===== src/csa_tree_pkg.sv =====
`default_nettype none

package csa_tree_pkg;

    ////////////////////////////////////////////////////////////////////////////
    // Default sizes
    ////////////////////////////////////////////////////////////////////////////

    parameter int DEF_DATA_W = 8;  // Operand width
    parameter int DEF_DATA_N = 8;  // Operand count, kept even

    // Latency of the merge block, 4:2 level plus final add
    parameter int MERGE_STAGES = 2;

    ////////////////////////////////////////////////////////////////////////////
    // Elaboration helpers
    ////////////////////////////////////////////////////////////////////////////

    // Words left after one 3:2 level
    function automatic int csa_level_outputs(input int m);
        int groups;
        int rest;
        groups = m / 3;
        rest   = m % 3;
        return groups * 2 + rest;  // Two words per group, leftovers pass
    endfunction

    // Number of 3:2 levels until exactly two words remain
    function automatic int csa_stage_count(input int n);
        int cnt;
        int left;
        cnt  = 0;
        left = n;
        while (left > 2) begin
            left = csa_level_outputs(left);
            cnt  = cnt + 1;
        end
        return cnt;
    endfunction

    // Result width that holds the sum of n words of w bits
    function automatic int csa_out_width(input int w, input int n);
        int extra;
        int span;
        extra = 0;
        span  = 1;
        while (span < n) begin  // Ceiling of log2
            span  = span * 2;
            extra = extra + 1;
        end
        return w + extra;
    endfunction

endpackage

`default_nettype wire


===== src/csa_level.sv =====
`default_nettype none

// One registered level of 3:2 compressors
module csa_level #(
    parameter int P_WIDTH = 8,
    parameter int P_IN_N  = 3
) (
    input  logic                                                        clk,
    input  logic                                                        i_rst,
    input  logic [P_IN_N-1:0][P_WIDTH-1:0]                              i_ops,
    output logic [csa_tree_pkg::csa_level_outputs(P_IN_N)-1:0][P_WIDTH-1:0] o_ops
);

    import csa_tree_pkg::*;

    localparam int GROUPS = P_IN_N / 3;
    localparam int REST   = P_IN_N % 3;
    localparam int OUT_N  = csa_level_outputs(P_IN_N);

    logic [OUT_N-1:0][P_WIDTH-1:0] w_next;

    ////////////////////////////////////////////////////////////////////////////
    // Compressors
    ////////////////////////////////////////////////////////////////////////////

    for (genvar g = 0; g < GROUPS; g++) begin : g_csa
        logic [P_WIDTH-1:0] w_a;
        logic [P_WIDTH-1:0] w_b;
        logic [P_WIDTH-1:0] w_c;
        logic [P_WIDTH-1:0] w_maj;

        assign w_a   = i_ops[3*g];
        assign w_b   = i_ops[3*g+1];
        assign w_c   = i_ops[3*g+2];
        assign w_maj = (w_a & w_b) | (w_a & w_c) | (w_b & w_c);

        assign w_next[2*g]   = w_a ^ w_b ^ w_c;  // Bitwise sum
        assign w_next[2*g+1] = w_maj << 1;       // Carry moves one bit up
    end

    // Leftover operands go down unchanged
    for (genvar r = 0; r < REST; r++) begin : g_pass
        assign w_next[2*GROUPS+r] = i_ops[3*GROUPS+r];
    end

    ////////////////////////////////////////////////////////////////////////////
    // Level register
    ////////////////////////////////////////////////////////////////////////////

    always_ff @(posedge clk) begin
        if (i_rst) begin
            o_ops <= '0;
        end else begin
            o_ops <= w_next;
        end
    end

endmodule

`default_nettype wire


===== src/csa_reduce_tree.sv =====
`default_nettype none

// Chain of 3:2 levels, reduces P_IN_N words to a sum and a carry word
module csa_reduce_tree #(
    parameter int P_WIDTH = 8,
    parameter int P_IN_N  = 4
) (
    input  logic                          clk,
    input  logic                          i_rst,
    input  logic [P_IN_N-1:0][P_WIDTH-1:0] i_ops,
    output logic [P_WIDTH-1:0]            o_sum,
    output logic [P_WIDTH-1:0]            o_carry
);

    import csa_tree_pkg::*;

    localparam int STAGES = csa_stage_count(P_IN_N);

    // Word count entering level k
    function automatic int ops_at(input int k);
        int n;
        n = P_IN_N;
        for (int i = 0; i < k; i++) begin
            n = csa_level_outputs(n);
        end
        return n;
    endfunction

    ////////////////////////////////////////////////////////////////////////////
    // Level chain
    ////////////////////////////////////////////////////////////////////////////

    for (genvar k = 0; k < STAGES; k++) begin : g_lvl
        localparam int IN_N  = ops_at(k);
        localparam int OUT_N = csa_level_outputs(IN_N);

        logic [IN_N-1:0][P_WIDTH-1:0]  w_in;
        logic [OUT_N-1:0][P_WIDTH-1:0] w_out;

        if (k == 0) begin : g_first
            assign w_in = i_ops;
        end else begin : g_next
            assign w_in = g_lvl[k-1].w_out;  // Previous level feeds this one
        end

        csa_level #(
            .P_WIDTH (P_WIDTH),
            .P_IN_N  (IN_N)
        ) u_level (
            .clk   (clk),
            .i_rst (i_rst),
            .i_ops (w_in),
            .o_ops (w_out)
        );
    end

    ////////////////////////////////////////////////////////////////////////////
    // Final pair
    ////////////////////////////////////////////////////////////////////////////

    if (STAGES == 0) begin : g_bypass
        // Two operands are already a sum and carry pair
        assign o_sum   = i_ops[0];
        assign o_carry = i_ops[1];
    end else begin : g_tail
        assign o_sum   = g_lvl[STAGES-1].w_out[0];
        assign o_carry = g_lvl[STAGES-1].w_out[1];
    end

endmodule

`default_nettype wire


===== src/csa_merge.sv =====
`default_nettype none

// Joins the two trees, 4:2 compression then a registered final add
module csa_merge #(
    parameter int P_WIDTH = 11
) (
    input  logic               clk,
    input  logic               i_rst,
    input  logic [P_WIDTH-1:0] i_lo_sum,
    input  logic [P_WIDTH-1:0] i_lo_carry,
    input  logic [P_WIDTH-1:0] i_hi_sum,
    input  logic [P_WIDTH-1:0] i_hi_carry,
    output logic [P_WIDTH-1:0] o_data
);

    logic [P_WIDTH-1:0] w_s1;
    logic [P_WIDTH-1:0] w_c1;
    logic [P_WIDTH-1:0] w_s2;
    logic [P_WIDTH-1:0] w_c2;
    logic [P_WIDTH-1:0] r_sum;
    logic [P_WIDTH-1:0] r_carry;

    ////////////////////////////////////////////////////////////////////////////
    // Stage 1, two chained 3:2 compressors
    ////////////////////////////////////////////////////////////////////////////

    assign w_s1 = i_lo_sum ^ i_lo_carry ^ i_hi_sum;
    assign w_c1 = ((i_lo_sum & i_lo_carry)
                 | (i_lo_sum & i_hi_sum)
                 | (i_lo_carry & i_hi_sum)) << 1;

    // Fourth word joins here
    assign w_s2 = w_s1 ^ w_c1 ^ i_hi_carry;
    assign w_c2 = ((w_s1 & w_c1)
                 | (w_s1 & i_hi_carry)
                 | (w_c1 & i_hi_carry)) << 1;

    always_ff @(posedge clk) begin
        if (i_rst) begin
            r_sum   <= '0;
            r_carry <= '0;
        end else begin
            r_sum   <= w_s2;
            r_carry <= w_c2;
        end
    end

    ////////////////////////////////////////////////////////////////////////////
    // Stage 2, carry-propagate add
    ////////////////////////////////////////////////////////////////////////////

    always_ff @(posedge clk) begin
        if (i_rst) begin
            o_data <= '0;
        end else begin
            o_data <= r_sum + r_carry;  // Wraps only above the true total
        end
    end

endmodule

`default_nettype wire


===== src/csa_tree_top.sv =====
`default_nettype none

// Pipelined carry-save adder tree, two half trees and a merge block
module csa_tree_top #(
    parameter int  I_DATA_W = csa_tree_pkg::DEF_DATA_W,
    parameter int  I_DATA_N = csa_tree_pkg::DEF_DATA_N,  // Even
    localparam int O_DATA_W = csa_tree_pkg::csa_out_width(I_DATA_W, I_DATA_N)
) (
    input  logic                                 clk,
    input  logic                                 i_rst,
    input  logic [0:I_DATA_N-1][I_DATA_W-1:0]    i_data,
    output logic [O_DATA_W-1:0]                  o_data
);

    localparam int HALF_N = I_DATA_N / 2;

    logic [HALF_N-1:0][O_DATA_W-1:0] w_lo_ops;
    logic [HALF_N-1:0][O_DATA_W-1:0] w_hi_ops;
    logic [O_DATA_W-1:0]             w_lo_sum;
    logic [O_DATA_W-1:0]             w_lo_carry;
    logic [O_DATA_W-1:0]             w_hi_sum;
    logic [O_DATA_W-1:0]             w_hi_carry;

    ////////////////////////////////////////////////////////////////////////////
    // Operand split, zero extended to the result width
    ////////////////////////////////////////////////////////////////////////////

    for (genvar i = 0; i < HALF_N; i++) begin : g_split
        assign w_lo_ops[i] = O_DATA_W'(i_data[i]);
        assign w_hi_ops[i] = O_DATA_W'(i_data[HALF_N+i]);
    end

    ////////////////////////////////////////////////////////////////////////////
    // Trees and merge
    ////////////////////////////////////////////////////////////////////////////

    csa_reduce_tree #(
        .P_WIDTH (O_DATA_W),
        .P_IN_N  (HALF_N)
    ) lo_tree (
        .clk     (clk),
        .i_rst   (i_rst),
        .i_ops   (w_lo_ops),
        .o_sum   (w_lo_sum),
        .o_carry (w_lo_carry)
    );

    csa_reduce_tree #(
        .P_WIDTH (O_DATA_W),
        .P_IN_N  (HALF_N)
    ) hi_tree (
        .clk     (clk),
        .i_rst   (i_rst),
        .i_ops   (w_hi_ops),
        .o_sum   (w_hi_sum),
        .o_carry (w_hi_carry)
    );

    csa_merge #(
        .P_WIDTH (O_DATA_W)
    ) merge (
        .clk        (clk),
        .i_rst      (i_rst),
        .i_lo_sum   (w_lo_sum),
        .i_lo_carry (w_lo_carry),
        .i_hi_sum   (w_hi_sum),
        .i_hi_carry (w_hi_carry),
        .o_data     (o_data)
    );

endmodule

`default_nettype wire


===== config.mk =====
export PLATFORM = sky130hd
export DESIGN_NAME = csa_tree_top
export DESIGN_NICKNAME = d
export VERILOG_FILES = /design/src/csa_tree_pkg.sv /design/src/csa_level.sv /design/src/csa_reduce_tree.sv /design/src/csa_merge.sv /design/src/csa_tree_top.sv
export SDC_FILE = /design/constraint.sdc
export NUM_CORES = 1
export LEC_CHECK = 0
export ABC_AREA = 1
export BUFFER_PORTS_ARGS = -buffer_cell sky130_fd_sc_hd__buf_2
export CORE_ASPECT_RATIO = 0.6
export CORE_MARGIN = 2
export CORE_UTILIZATION = 46
export DETAILED_ROUTE_END_ITERATION = 10
export GPL_ROUTABILITY_DRIVEN = 0
export PLACE_DENSITY = 0.71
export SLEW_MARGIN = 20
export SYNTH_ARGS = -nofsm -noshare
export SYNTH_HDL_FRONTEND = slang
export SYNTH_SLANG_ARGS = --single-unit

===== constraint.sdc =====
create_clock -name clk -period 2.4 [get_ports clk]
set_input_delay 0.6 -clock clk [delete_from_list [all_inputs] [get_ports clk]]
set_output_delay 0.6 -clock clk [all_outputs]
set_load 0.05 [all_outputs]

* Word-level counts from Yosys, hierarchy flattened
Cells that the tools add are included.
Storage, ports and cells: output and inout port bits 11, logic and storage cells 61, bits of input ports 66, bits in registers 131
Operators by class: add/sub/neg operators 1, bitwise gates (word level) 42
Operators with widths (number):
- AND 10 bit | 8
- OR 10 bit | 8
- AND 8 bit | 8
- XOR 11 bit | 4
- XOR 8 bit | 4
- XOR 11 x 8 -> 11 bit | 2
- XOR 8 x 11 -> 11 bit | 2
- AND 8 x 10 -> 10 bit | 2
- OR 10 x 8 -> 10 bit | 2
- OR 8 bit | 2
- adder 11 bit | 1

* Depth between registers and ports, before layout
Gate-level depths: netlist (run 1).
depth in word-level cells 6, mapped depth 9, depth with buffers taken out 9

* Modules after synthesis
A second synthesis (run 1) with hierarchy kept.
Second synthesis, totals: cells, all modules 603, area, all modules 5778.0 µm²
Modules (own cells, without submodules):
- csa_level at hi_tree.g_lvl[0].u_level ... | instances 2, cells an instance 118, seq. area each 640.6 µm², area an instance 1154.9 µm²
- csa_merge | instances 1, cells an instance 198, seq. area each 640.6 µm², area an instance 1775.5 µm²
- csa_level at hi_tree.g_lvl[1].u_level ... | instances 2, cells an instance 84, seq. area each 420.4 µm², area an instance 844.6 µm²
- csa_tree_top | instances 1, cells an instance 1, seq. area each 0.0 µm², area an instance 3.8 µm²

* Worst setup path after synthesis (run 1)
OpenSTA, ideal clock, no wires.
kind flip-flop to flip-flop, start reg lo_tree.g_lvl[1].u_level.o_ops[8] (netlist bit), end reg merge.r_sum[8], required time 2.284 ns, period minus slack after synthesis 1.477 ns, data arrival time 1.361 ns, path buffers 0, stages on the path, launching flop included 5, slack 0.923 ns, setup time 0.116 ns, cell sequence dfxtp_1 fa_1 inv_1 fa_1 nor2_1
Between the ends: longest elaborated chain between the ends 4
RTL lines:
- start: declaration | RTL line csa_level.sv:11 | output logic [csa_tree_pkg::csa_level_outputs(P_IN_N)-1:0][P_WIDTH-1:0] o_ops
- start signal: assignment | RTL line csa_level.sv:54 | o_ops <= w_next;
- XOR 11 bit (2 in a row) | RTL line csa_merge.sv:27 | assign w_s1 = i_lo_sum ^ i_lo_carry ^ i_hi_sum;
- XOR 11 bit (2 in a row) | RTL line csa_merge.sv:33 | assign w_s2 = w_s1 ^ w_c1 ^ i_hi_carry;
- end signal: assignment | RTL line csa_merge.sv:43 | r_sum <= w_s2;
- end: declaration | RTL line csa_merge.sv:20 | logic [P_WIDTH-1:0] r_sum;
No other way between the ends. A chain may end at the register's enable or synchronous reset.

* Worst setup path after layout (run 1)
start reg lo_tree.g_lvl[1].u_level.o_ops[1] (netlist bit), end reg merge.r_sum[1]
The elaborated chain is that of the path after synthesis.

==> results of run 1 <==
==> Yosys cell counts, drive strengths merged <==
master | n | share of area (%)
fa | 47 | 21
dfxtp | 111 | 50
inv | 120 | 10
or2 | 1 | 0.20
nand3 | 4 | 0.45
nand3b | 1 | 0.17
clkinv | 1 | 0.084
o21ai | 1 | 0.11
and2 | 1 | 0.20
nor2 | 115 | 9.7
nand2 | 23 | 2.0
ha | 11 | 3.1
buf | 12 | 1.7
a21oi | 7 | 0.79
==> cells by family (layout without fill, tap and decap cells) <==
group                    Yosys count  after routing  share of synthesized area, %
AND/OR/NAND/NOR                  145            145                          12.7
buffers and inverters            133            214                          12.0
flip-flops                       111            111                          50.1
adder cells (fa/ha/maj)           58             58                          24.3
AO/OA/AOI/OAI                      8              8                         0.902
==> power groups by stage <==
| stage | clock (mW) | sequential (mW) | combinational [mW] |
|---|---|---|---|
| detailed placement | 0 | 2.13 | 0.629 |
| finish | 1.40 | 2.09 | 0.623 |
| global route | 1.53 | 2.11 | 0.749 |
| CTS | 1.45 | 2.09 | 0.634 |
| global placement | 0 | 2.13 | 0.606 |
| floorplan | 0 | 2.20 | 0.374 |
==> registers in the layout, summed over array words and instances (netlist names) <==
register and count:
lo_tree.g_lvl.u_level.o_ops 41, merge.o_data 11, merge.r_sum 10, hi_tree.g_lvl.u_level.o_ops 41
merge.r_carry 8
==> worst paths after layout <==
check / cells past startpoint / slack [ps] / startpoint / end
max: 4 / 850 / lo_tree.g_lvl[1].u_level.o_ops[1] / merge.r_sum[1]
min: 2 / 400 / hi_tree.g_lvl[0].u_level.o_ops[19] / hi_tree.g_lvl[1].u_level.o_ops[8]
max reg2reg: 4 / 850 / lo_tree.g_lvl[1].u_level.o_ops[1] / merge.r_sum[1]
min reg2reg: 2 / 400 / hi_tree.g_lvl[0].u_level.o_ops[19] / hi_tree.g_lvl[1].u_level.o_ops[8]
==> layer usage <==
| layer | global-route usage, % | wire, µm | vias to the layer above | share of wire [%] |
|---|---|---|---|---|
| met5 | 0 | 0 | - | 0 |
| met4 | 4.89 | 74 | 0 | 1.2 |
| met3 | 4.73 | 336 | 9 | 5.4 |
| met2 | 22.2 | 2730 | 53 | 44 |
| met1 | 18.2 | 3050 | 1145 | 49 |
| li1 | - | - | 1417 | - |
==> metrics by stage <==
step | instance area [µm²] | hold WS, ps
floorplan | 4440 | 388
global placement | 4930 | 393
detailed placement | 4930 | 395
CTS | 5220 | 405
global route | 5220 | 428
finish | 5220 | 403
==> critical path, stage by stage (launching register included) <==
cell and delay (ps):
sky130_fd_sc_hd__dfxtp_1 320, sky130_fd_sc_hd__inv_1 60, sky130_fd_sc_hd__fa_1 500, sky130_fd_sc_hd__fa_1 500, sky130_fd_sc_hd__nor2_1 40
==> layout make-up <==
cell class	instances	area (µm²)	area share, %
inverter	121	457	8.75
clock inverter	4	36.3	0.695
multi-input combinational	211	1680	32.3
sequential	111	2220	42.6
timing repair buffer	77	403	7.72
tap	130	163	3.12
clock buffer	12	256	4.91
==> cells in the final DEF (no fill, tap or decap) <==
cell type,instances
sky130_fd_sc_hd__inv_2,1
sky130_fd_sc_hd__clkbuf_16,9
sky130_fd_sc_hd__nand2_2,1
sky130_fd_sc_hd__a21oi_1,7
sky130_fd_sc_hd__clkinv_1,1
sky130_fd_sc_hd__o21ai_1,1
sky130_fd_sc_hd__fa_1,47
sky130_fd_sc_hd__or2_4,1
sky130_fd_sc_hd__clkinvlp_4,1
sky130_fd_sc_hd__buf_4,1
sky130_fd_sc_hd__and2_4,1
sky130_fd_sc_hd__buf_2,75
sky130_fd_sc_hd__clkbuf_8,2
sky130_fd_sc_hd__nand2_1,22
sky130_fd_sc_hd__inv_1,118
sky130_fd_sc_hd__inv_8,1
sky130_fd_sc_hd__inv_6,1
sky130_fd_sc_hd__inv_4,1
sky130_fd_sc_hd__nand3_1,4
sky130_fd_sc_hd__buf_12,1
sky130_fd_sc_hd__nand3b_1,1
sky130_fd_sc_hd__clkbuf_1,1
sky130_fd_sc_hd__dfxtp_1,111
sky130_fd_sc_hd__ha_1,11
sky130_fd_sc_hd__nor2_1,115
sky130_fd_sc_hd__clkinv_4,1
==> qor.csv, run 1 <==
stage,metric,value,unit
yosys,postSynthRegisterBits,111,
sta,setup_viol,0,
critical_path,criticalPathCategory,flip-flop to flip-flop,
power_and_ir_drop,comb_power_share,15.1,%
power_and_ir_drop,clkPwrFrac,34.1,%
global_route,number_of_global_route_vias_before_repair,2754,
critical_path,timing.critical_path.from_type,flip-flop,
sta,slew_headroom,70.5,%
cts,clock_sink_count,111,
drt,drt-wirelength-per-cell,9.30,µm
floorplanning,rows,27,
drt,detailedRoute.firstPassIterationCount,4,
min_path,hold_path_class,flip-flop to flip-flop,
yosys,syn_nets,579,
yosys,synth.avg_cell_area,9.76,µm²
sta,setup_tns,0,ps
power_and_ir_drop,powerDensity,788,mW/mm²
power_and_ir_drop,final_power,4.12,mW
finish,n_fill_cell,811,
finish,fin_nets,655,
global_route,grt.overflow.total,0,
yosys,summed_instance_area_of_the_synthesized_netlist,0.00444,mm²
yosys,synthCells,455,
drt,drtAntennaViolNets,0,
drt,via_count,2624,
floorplanning,overall_die_width,131,µm
sta,setup_slack,849,ps
sta,maxSlewViolCount,0,
cts,cts_setup_buffers,0,
finish,finalNonFillerCells,666,
finish,diodes,0,
cts,ctsHoldBuffers,0,
place,placed_cells,650,
cts,cts_tree,done,
power_and_ir_drop,power_leakage,2.68,nW
sta,hold_viol,0,
cts,clk_path_buf_depth,2,
global_route,grt_max_degree,68,
finish,final_core_utilization,56.2,%
cts,postCtsResizedCells,0,
sta,grt_setup_unrepaired,no,
drt,viasPerCell,3.94,
run_status,result_of_the_run,"complete, no violations",
sta,max_clock_freq,0.645,GHz
job,cap_violations,0,
drt,route.detailed.drc,0,
floorplanning,area_of_the_core,0.00929,mm²
sta,fin_crit_sh,64.6,%
power_and_ir_drop,sw_frac_of_total,26.2,%
power_and_ir_drop,switchingPower,1.08,mW
cts,insertion_delay,340,ps
power_and_ir_drop,seq_power_share,50.7,%
critical_path,cp-end-kind,flip-flop,
power_and_ir_drop,vdd.ir_drop.worst,0.000395,V
floorplanning,dieHeight,80.1,µm
place,io_buffers,76,
sta,fin_crit,1550,ps
critical_path,arrival_time_worst_endpoint,1760,ps
power_and_ir_drop,power_report.internal_total,3.04,mW
global_route,first_pass_grt_wire_length,11400,µm
yosys,ys_warnings,0,
place,dpl_worst_slack,854,ps
global_route,grt_antenna_before_repair,0,
drt,wirelength,6190,µm
critical_path,worstPathMaxFanout,1,
cts,cts_made_buffers,9,
global_route,global_route.usage.total,14.0,%
floorplanning,design.portCount,77,
drt,initialDrtViolationCount,111,
floorplanning,fp.dieArea,0.0105,mm²
sta,clock-skew-final,8.02,ps
finish,area_growth,17.6,%
cts,clk_pin_slew_worst_paths,70,ps
yosys,ys_types,19,
cts,clock_tree.root_cell,sky130_fd_sc_hd__clkbuf_16,
floorplanning,effective_utilization_at_floorplan,47.8,%
cts,h-tree-depth,3,
place,dpl.hpwl,4720,µm
critical_path,worstPathRequired,2610,ps
finish,drive_above_1_share,18.1,%
sta,worst_pin_slew,442,ps
yosys,post_synthesis_sequential_area_ratio,50.1,%
Note: power is estimated with default switching activity, not from simulation.
==> inputs of run 2 (changes only) <==
clock period = 1.5 ns   (was 2.4 ns; I/O delays follow)
==> run 2 against run 1 <==
- the flow now finishes with violations (negative setup slack)
- critical endpoint is now merge.r_sum[8]
- largest power group unchanged
- count of clock-buffer cells in the layout decreased by 2
- highest routed layer unchanged
- final cell count grew 0.15%
- worst hold slack worse by 170 ps
==> qor.csv, run 2 (synthesis results as in run 1) <==
stage,metric,value,unit,change
run_status,result_of_the_run,"complete, but fails checks",,
run_status,violations,negative setup slack,,
critical_path,worst_path_largest_cell_delay,530,ps,+30 ps
finish,finalNonFillerCells,667,,+0.15%
place,io_buffers,76,,unchanged
finish,area_growth,19.0,%,
cts,ctsHoldBuffers,0,,unchanged
sta,clock-skew-final,4.60,ps,-3.43 ps
sta,grt_setup_unrepaired,yes,,
global_route,grt_antenna_before_repair,0,,unchanged
critical_path,slowest_stage_cell_cp,sky130_fd_sc_hd__fa_1,,
drt,wirelength,6110,µm,-1.3%
cts,clock_tree.root_cell,sky130_fd_sc_hd__clkbuf_16,,
cts,h-tree-depth,3,,unchanged
global_route,grt_max_degree,57,,-16%
job,cap_violations,0,,unchanged
sta,slew_headroom,82.9,%,+12 points
critical_path,worstPathRequired,1730,ps,-880 ps
sta,setup_slack,-29.3,ps,-879 ps
cts,clk_path_buf_depth,2,,unchanged
critical_path,critical_path.cell_chain,fa_1 -> inv_1 -> fa_1 -> nor2_1,,
floorplanning,area_of_the_core,0.00929,mm²,unchanged
critical_path,timing.rr.start,lo_tree.g_lvl[1].u_level.o_ops[8],,
global_route,global_route.usage.total,13.9,%,-0.17 points
power_and_ir_drop,vdd.ir_drop.worst,0.000588,V,+49%
sta,hold_viol,0,,unchanged
drt,via_count,2699,,+2.9%
drt,route.detailed.drc,0,,unchanged
critical_path,worst_setup_path_startpoint,lo_tree.g_lvl[1].u_level.o_ops[8],,
min_path,hold_path_class,primary input to flip-flop,,
sta,fin_crit,1530,ps,-21.3 ps
sta,worst_pin_slew,259,ps,-183 ps
floorplanning,rows,27,,unchanged
place,dpl.hpwl,4840,µm,+2.4%
place,placed_cells,651,,+0.15%
cts,clock_sink_count,111,,unchanged
global_route,first_pass_grt_wire_length,11300,µm,-0.79%
sta,setup_viol,2,,+2
cts,cts_tree,done,,
drt,drt-wirelength-per-cell,9.16,µm,-1.5%
place,dpl_worst_slack,-24.9,ps,-879 ps
critical_path,number_of_cell_instances_on_the_worst_register_to_register_path,4,,unchanged
finish,layout_commonest_cell,sky130_fd_sc_hd__inv_1,,
power_and_ir_drop,powerDensity,1280,mW/mm²,+62%
cts,clk_pin_slew_worst_paths,70,ps,about the same
finish,fin_nets,656,,+0.15%
finish,drive_above_1_share,20.9,%,+2.8 points
drt,detailedRoute.firstPassIterationCount,4,,unchanged
global_route,number_of_global_route_vias_before_repair,2812,,+2.1%
sta,max_clock_freq,0.654,GHz,+1.4%
drt,viasPerCell,4.05,,+2.7%
critical_path,timing.reg2reg.setup_slack,-30,ps,-880 ps
floorplanning,effective_utilization_at_floorplan,47.8,%,unchanged
finish,diodes,0,,unchanged
global_route,grt.overflow.total,0,,unchanged
critical_path,worstReg2RegEnd,merge.r_sum[8],,
critical_path,endpoint,merge.r_sum[8],,
drt,drtAntennaViolNets,0,,unchanged
finish,most-common-layout-cells,"117 x sky130_fd_sc_hd__inv_1, 115 x sky130_fd_sc_hd__nor2_1, 103 x sky130_fd_sc_hd__dfxtp_1, 75 x sky130_fd_sc_hd__buf_2, 45 x sky130_fd_sc_hd__fa_1",,
floorplanning,overall_die_width,131,µm,unchanged
critical_path,crit_path_frequent_cell,sky130_fd_sc_hd__fa_1,,
critical_path,arrival_time_worst_endpoint,1760,ps,about the same
finish,reg.largest.list,"hi_tree.g_lvl.u_level.o_ops: 41 flops, lo_tree.g_lvl.u_level.o_ops: 41 flops, merge.o_data: 11 flops",,
finish,final_core_utilization,56.9,%,+0.66 points
floorplanning,design.portCount,77,,unchanged
critical_path,criticalPathCategory,flip-flop to flip-flop,,
floorplanning,dieHeight,80.1,µm,unchanged
drt,initialDrtViolationCount,104,,-6.3%
sta,maxSlewViolCount,0,,unchanged
floorplanning,fp.dieArea,0.0105,mm²,unchanged
cts,cts_made_buffers,9,,unchanged
sta,fin_crit_sh,102,%,+37 points
cts,insertion_delay,340,ps,about the same
critical_path,cp-end-kind,flip-flop,,
min_path,min-delay-start,i_data[33],,
power_and_ir_drop,final_power,6.76,mW,+64%
critical_path,timing.critical_path.from_type,flip-flop,,
critical_path,worstPathMaxFanout,1,,unchanged
power_and_ir_drop,power_leakage,2.70,nW,+0.80%
run 2: changes by cell type in the layout (fill, tap and decap cells not counted), moves of 2 or more:
cell,change
sky130_fd_sc_hd__fa_2,+2
sky130_fd_sc_hd__dfxtp_1,-8
sky130_fd_sc_hd__fa_1,-2
sky130_fd_sc_hd__dfxtp_2,+8
run 2: per-layer routing:
| metal | share of wire [%] | vias to the layer above | GRT usage, % | routed length (µm) |
|---|---|---|---|---|
| li1 | - | 1422 | - | - |
| met1 | 49 | 1217 | 16.7 | 2980 |
| met2 | 45 | 54 | 23.6 | 2740 |
| met3 | 5.3 | 6 | 4.13 | 321 |
| met4 | 1.1 | 0 | 5.43 | 70 |
| met5 | 0 | - | 0 | 0 |
run 2: critical path, delay by kind of cell (launching register included):
kind,cells,cell delay [ps]
flops,1,320
buf+inv,1,50
fa+ha+maj,2,1000
simple gates,1,40
run 2: repair_timing:
item | 4_1_cts | 5_1_grt
resized for setup | 0 | 13
buffers inserted | 0 | 0
setup endpoints to repair | 2 | 11
pin swaps | 2 | 7
run 2: power by group:
part           switching [mW]  internal, mW
clock                    1.04          1.37
combinational           0.597         0.405
sequential              0.118          3.23
run 2: final cells by class:
type / count / area (µm²)
Fill cell: 788 / 4010
Sequential cell: 111 / 2230
Multi-Input combinational cell: 211 / 1690
Inverter: 121 / 457
Timing Repair Buffer: 78 / 423
Clock buffer: 10 / 239
Tap cell: 130 / 163
Clock inverter: 6 / 75.1
run 2: worst min path at each step:
stage	to	cells after the start
2_1_floorplan	hi_tree.g_lvl[1].u_level.o_ops[8]	2
3_3_place_gp	merge.o_data[0]	2
3_5_place_dp	merge.o_data[0]	2
4_1_cts	hi_tree.g_lvl[0].u_level.o_ops[22]	3
5_1_grt	hi_tree.g_lvl[0].u_level.o_ops[29]	3
6_report	lo_tree.g_lvl[0].u_level.o_ops[23]	3
run 2: stage by stage:
stage          setup TNS (ps)  cell area (µm²)  hold WS (ps)
2_1_floorplan               0             4440           388
3_3_place_gp                0             4950           392
3_5_place_dp            -31.9             4950           394
4_1_cts                 -54.8             5260           223
5_1_grt                  -389             5280           233
6_report                -54.3             5280           235
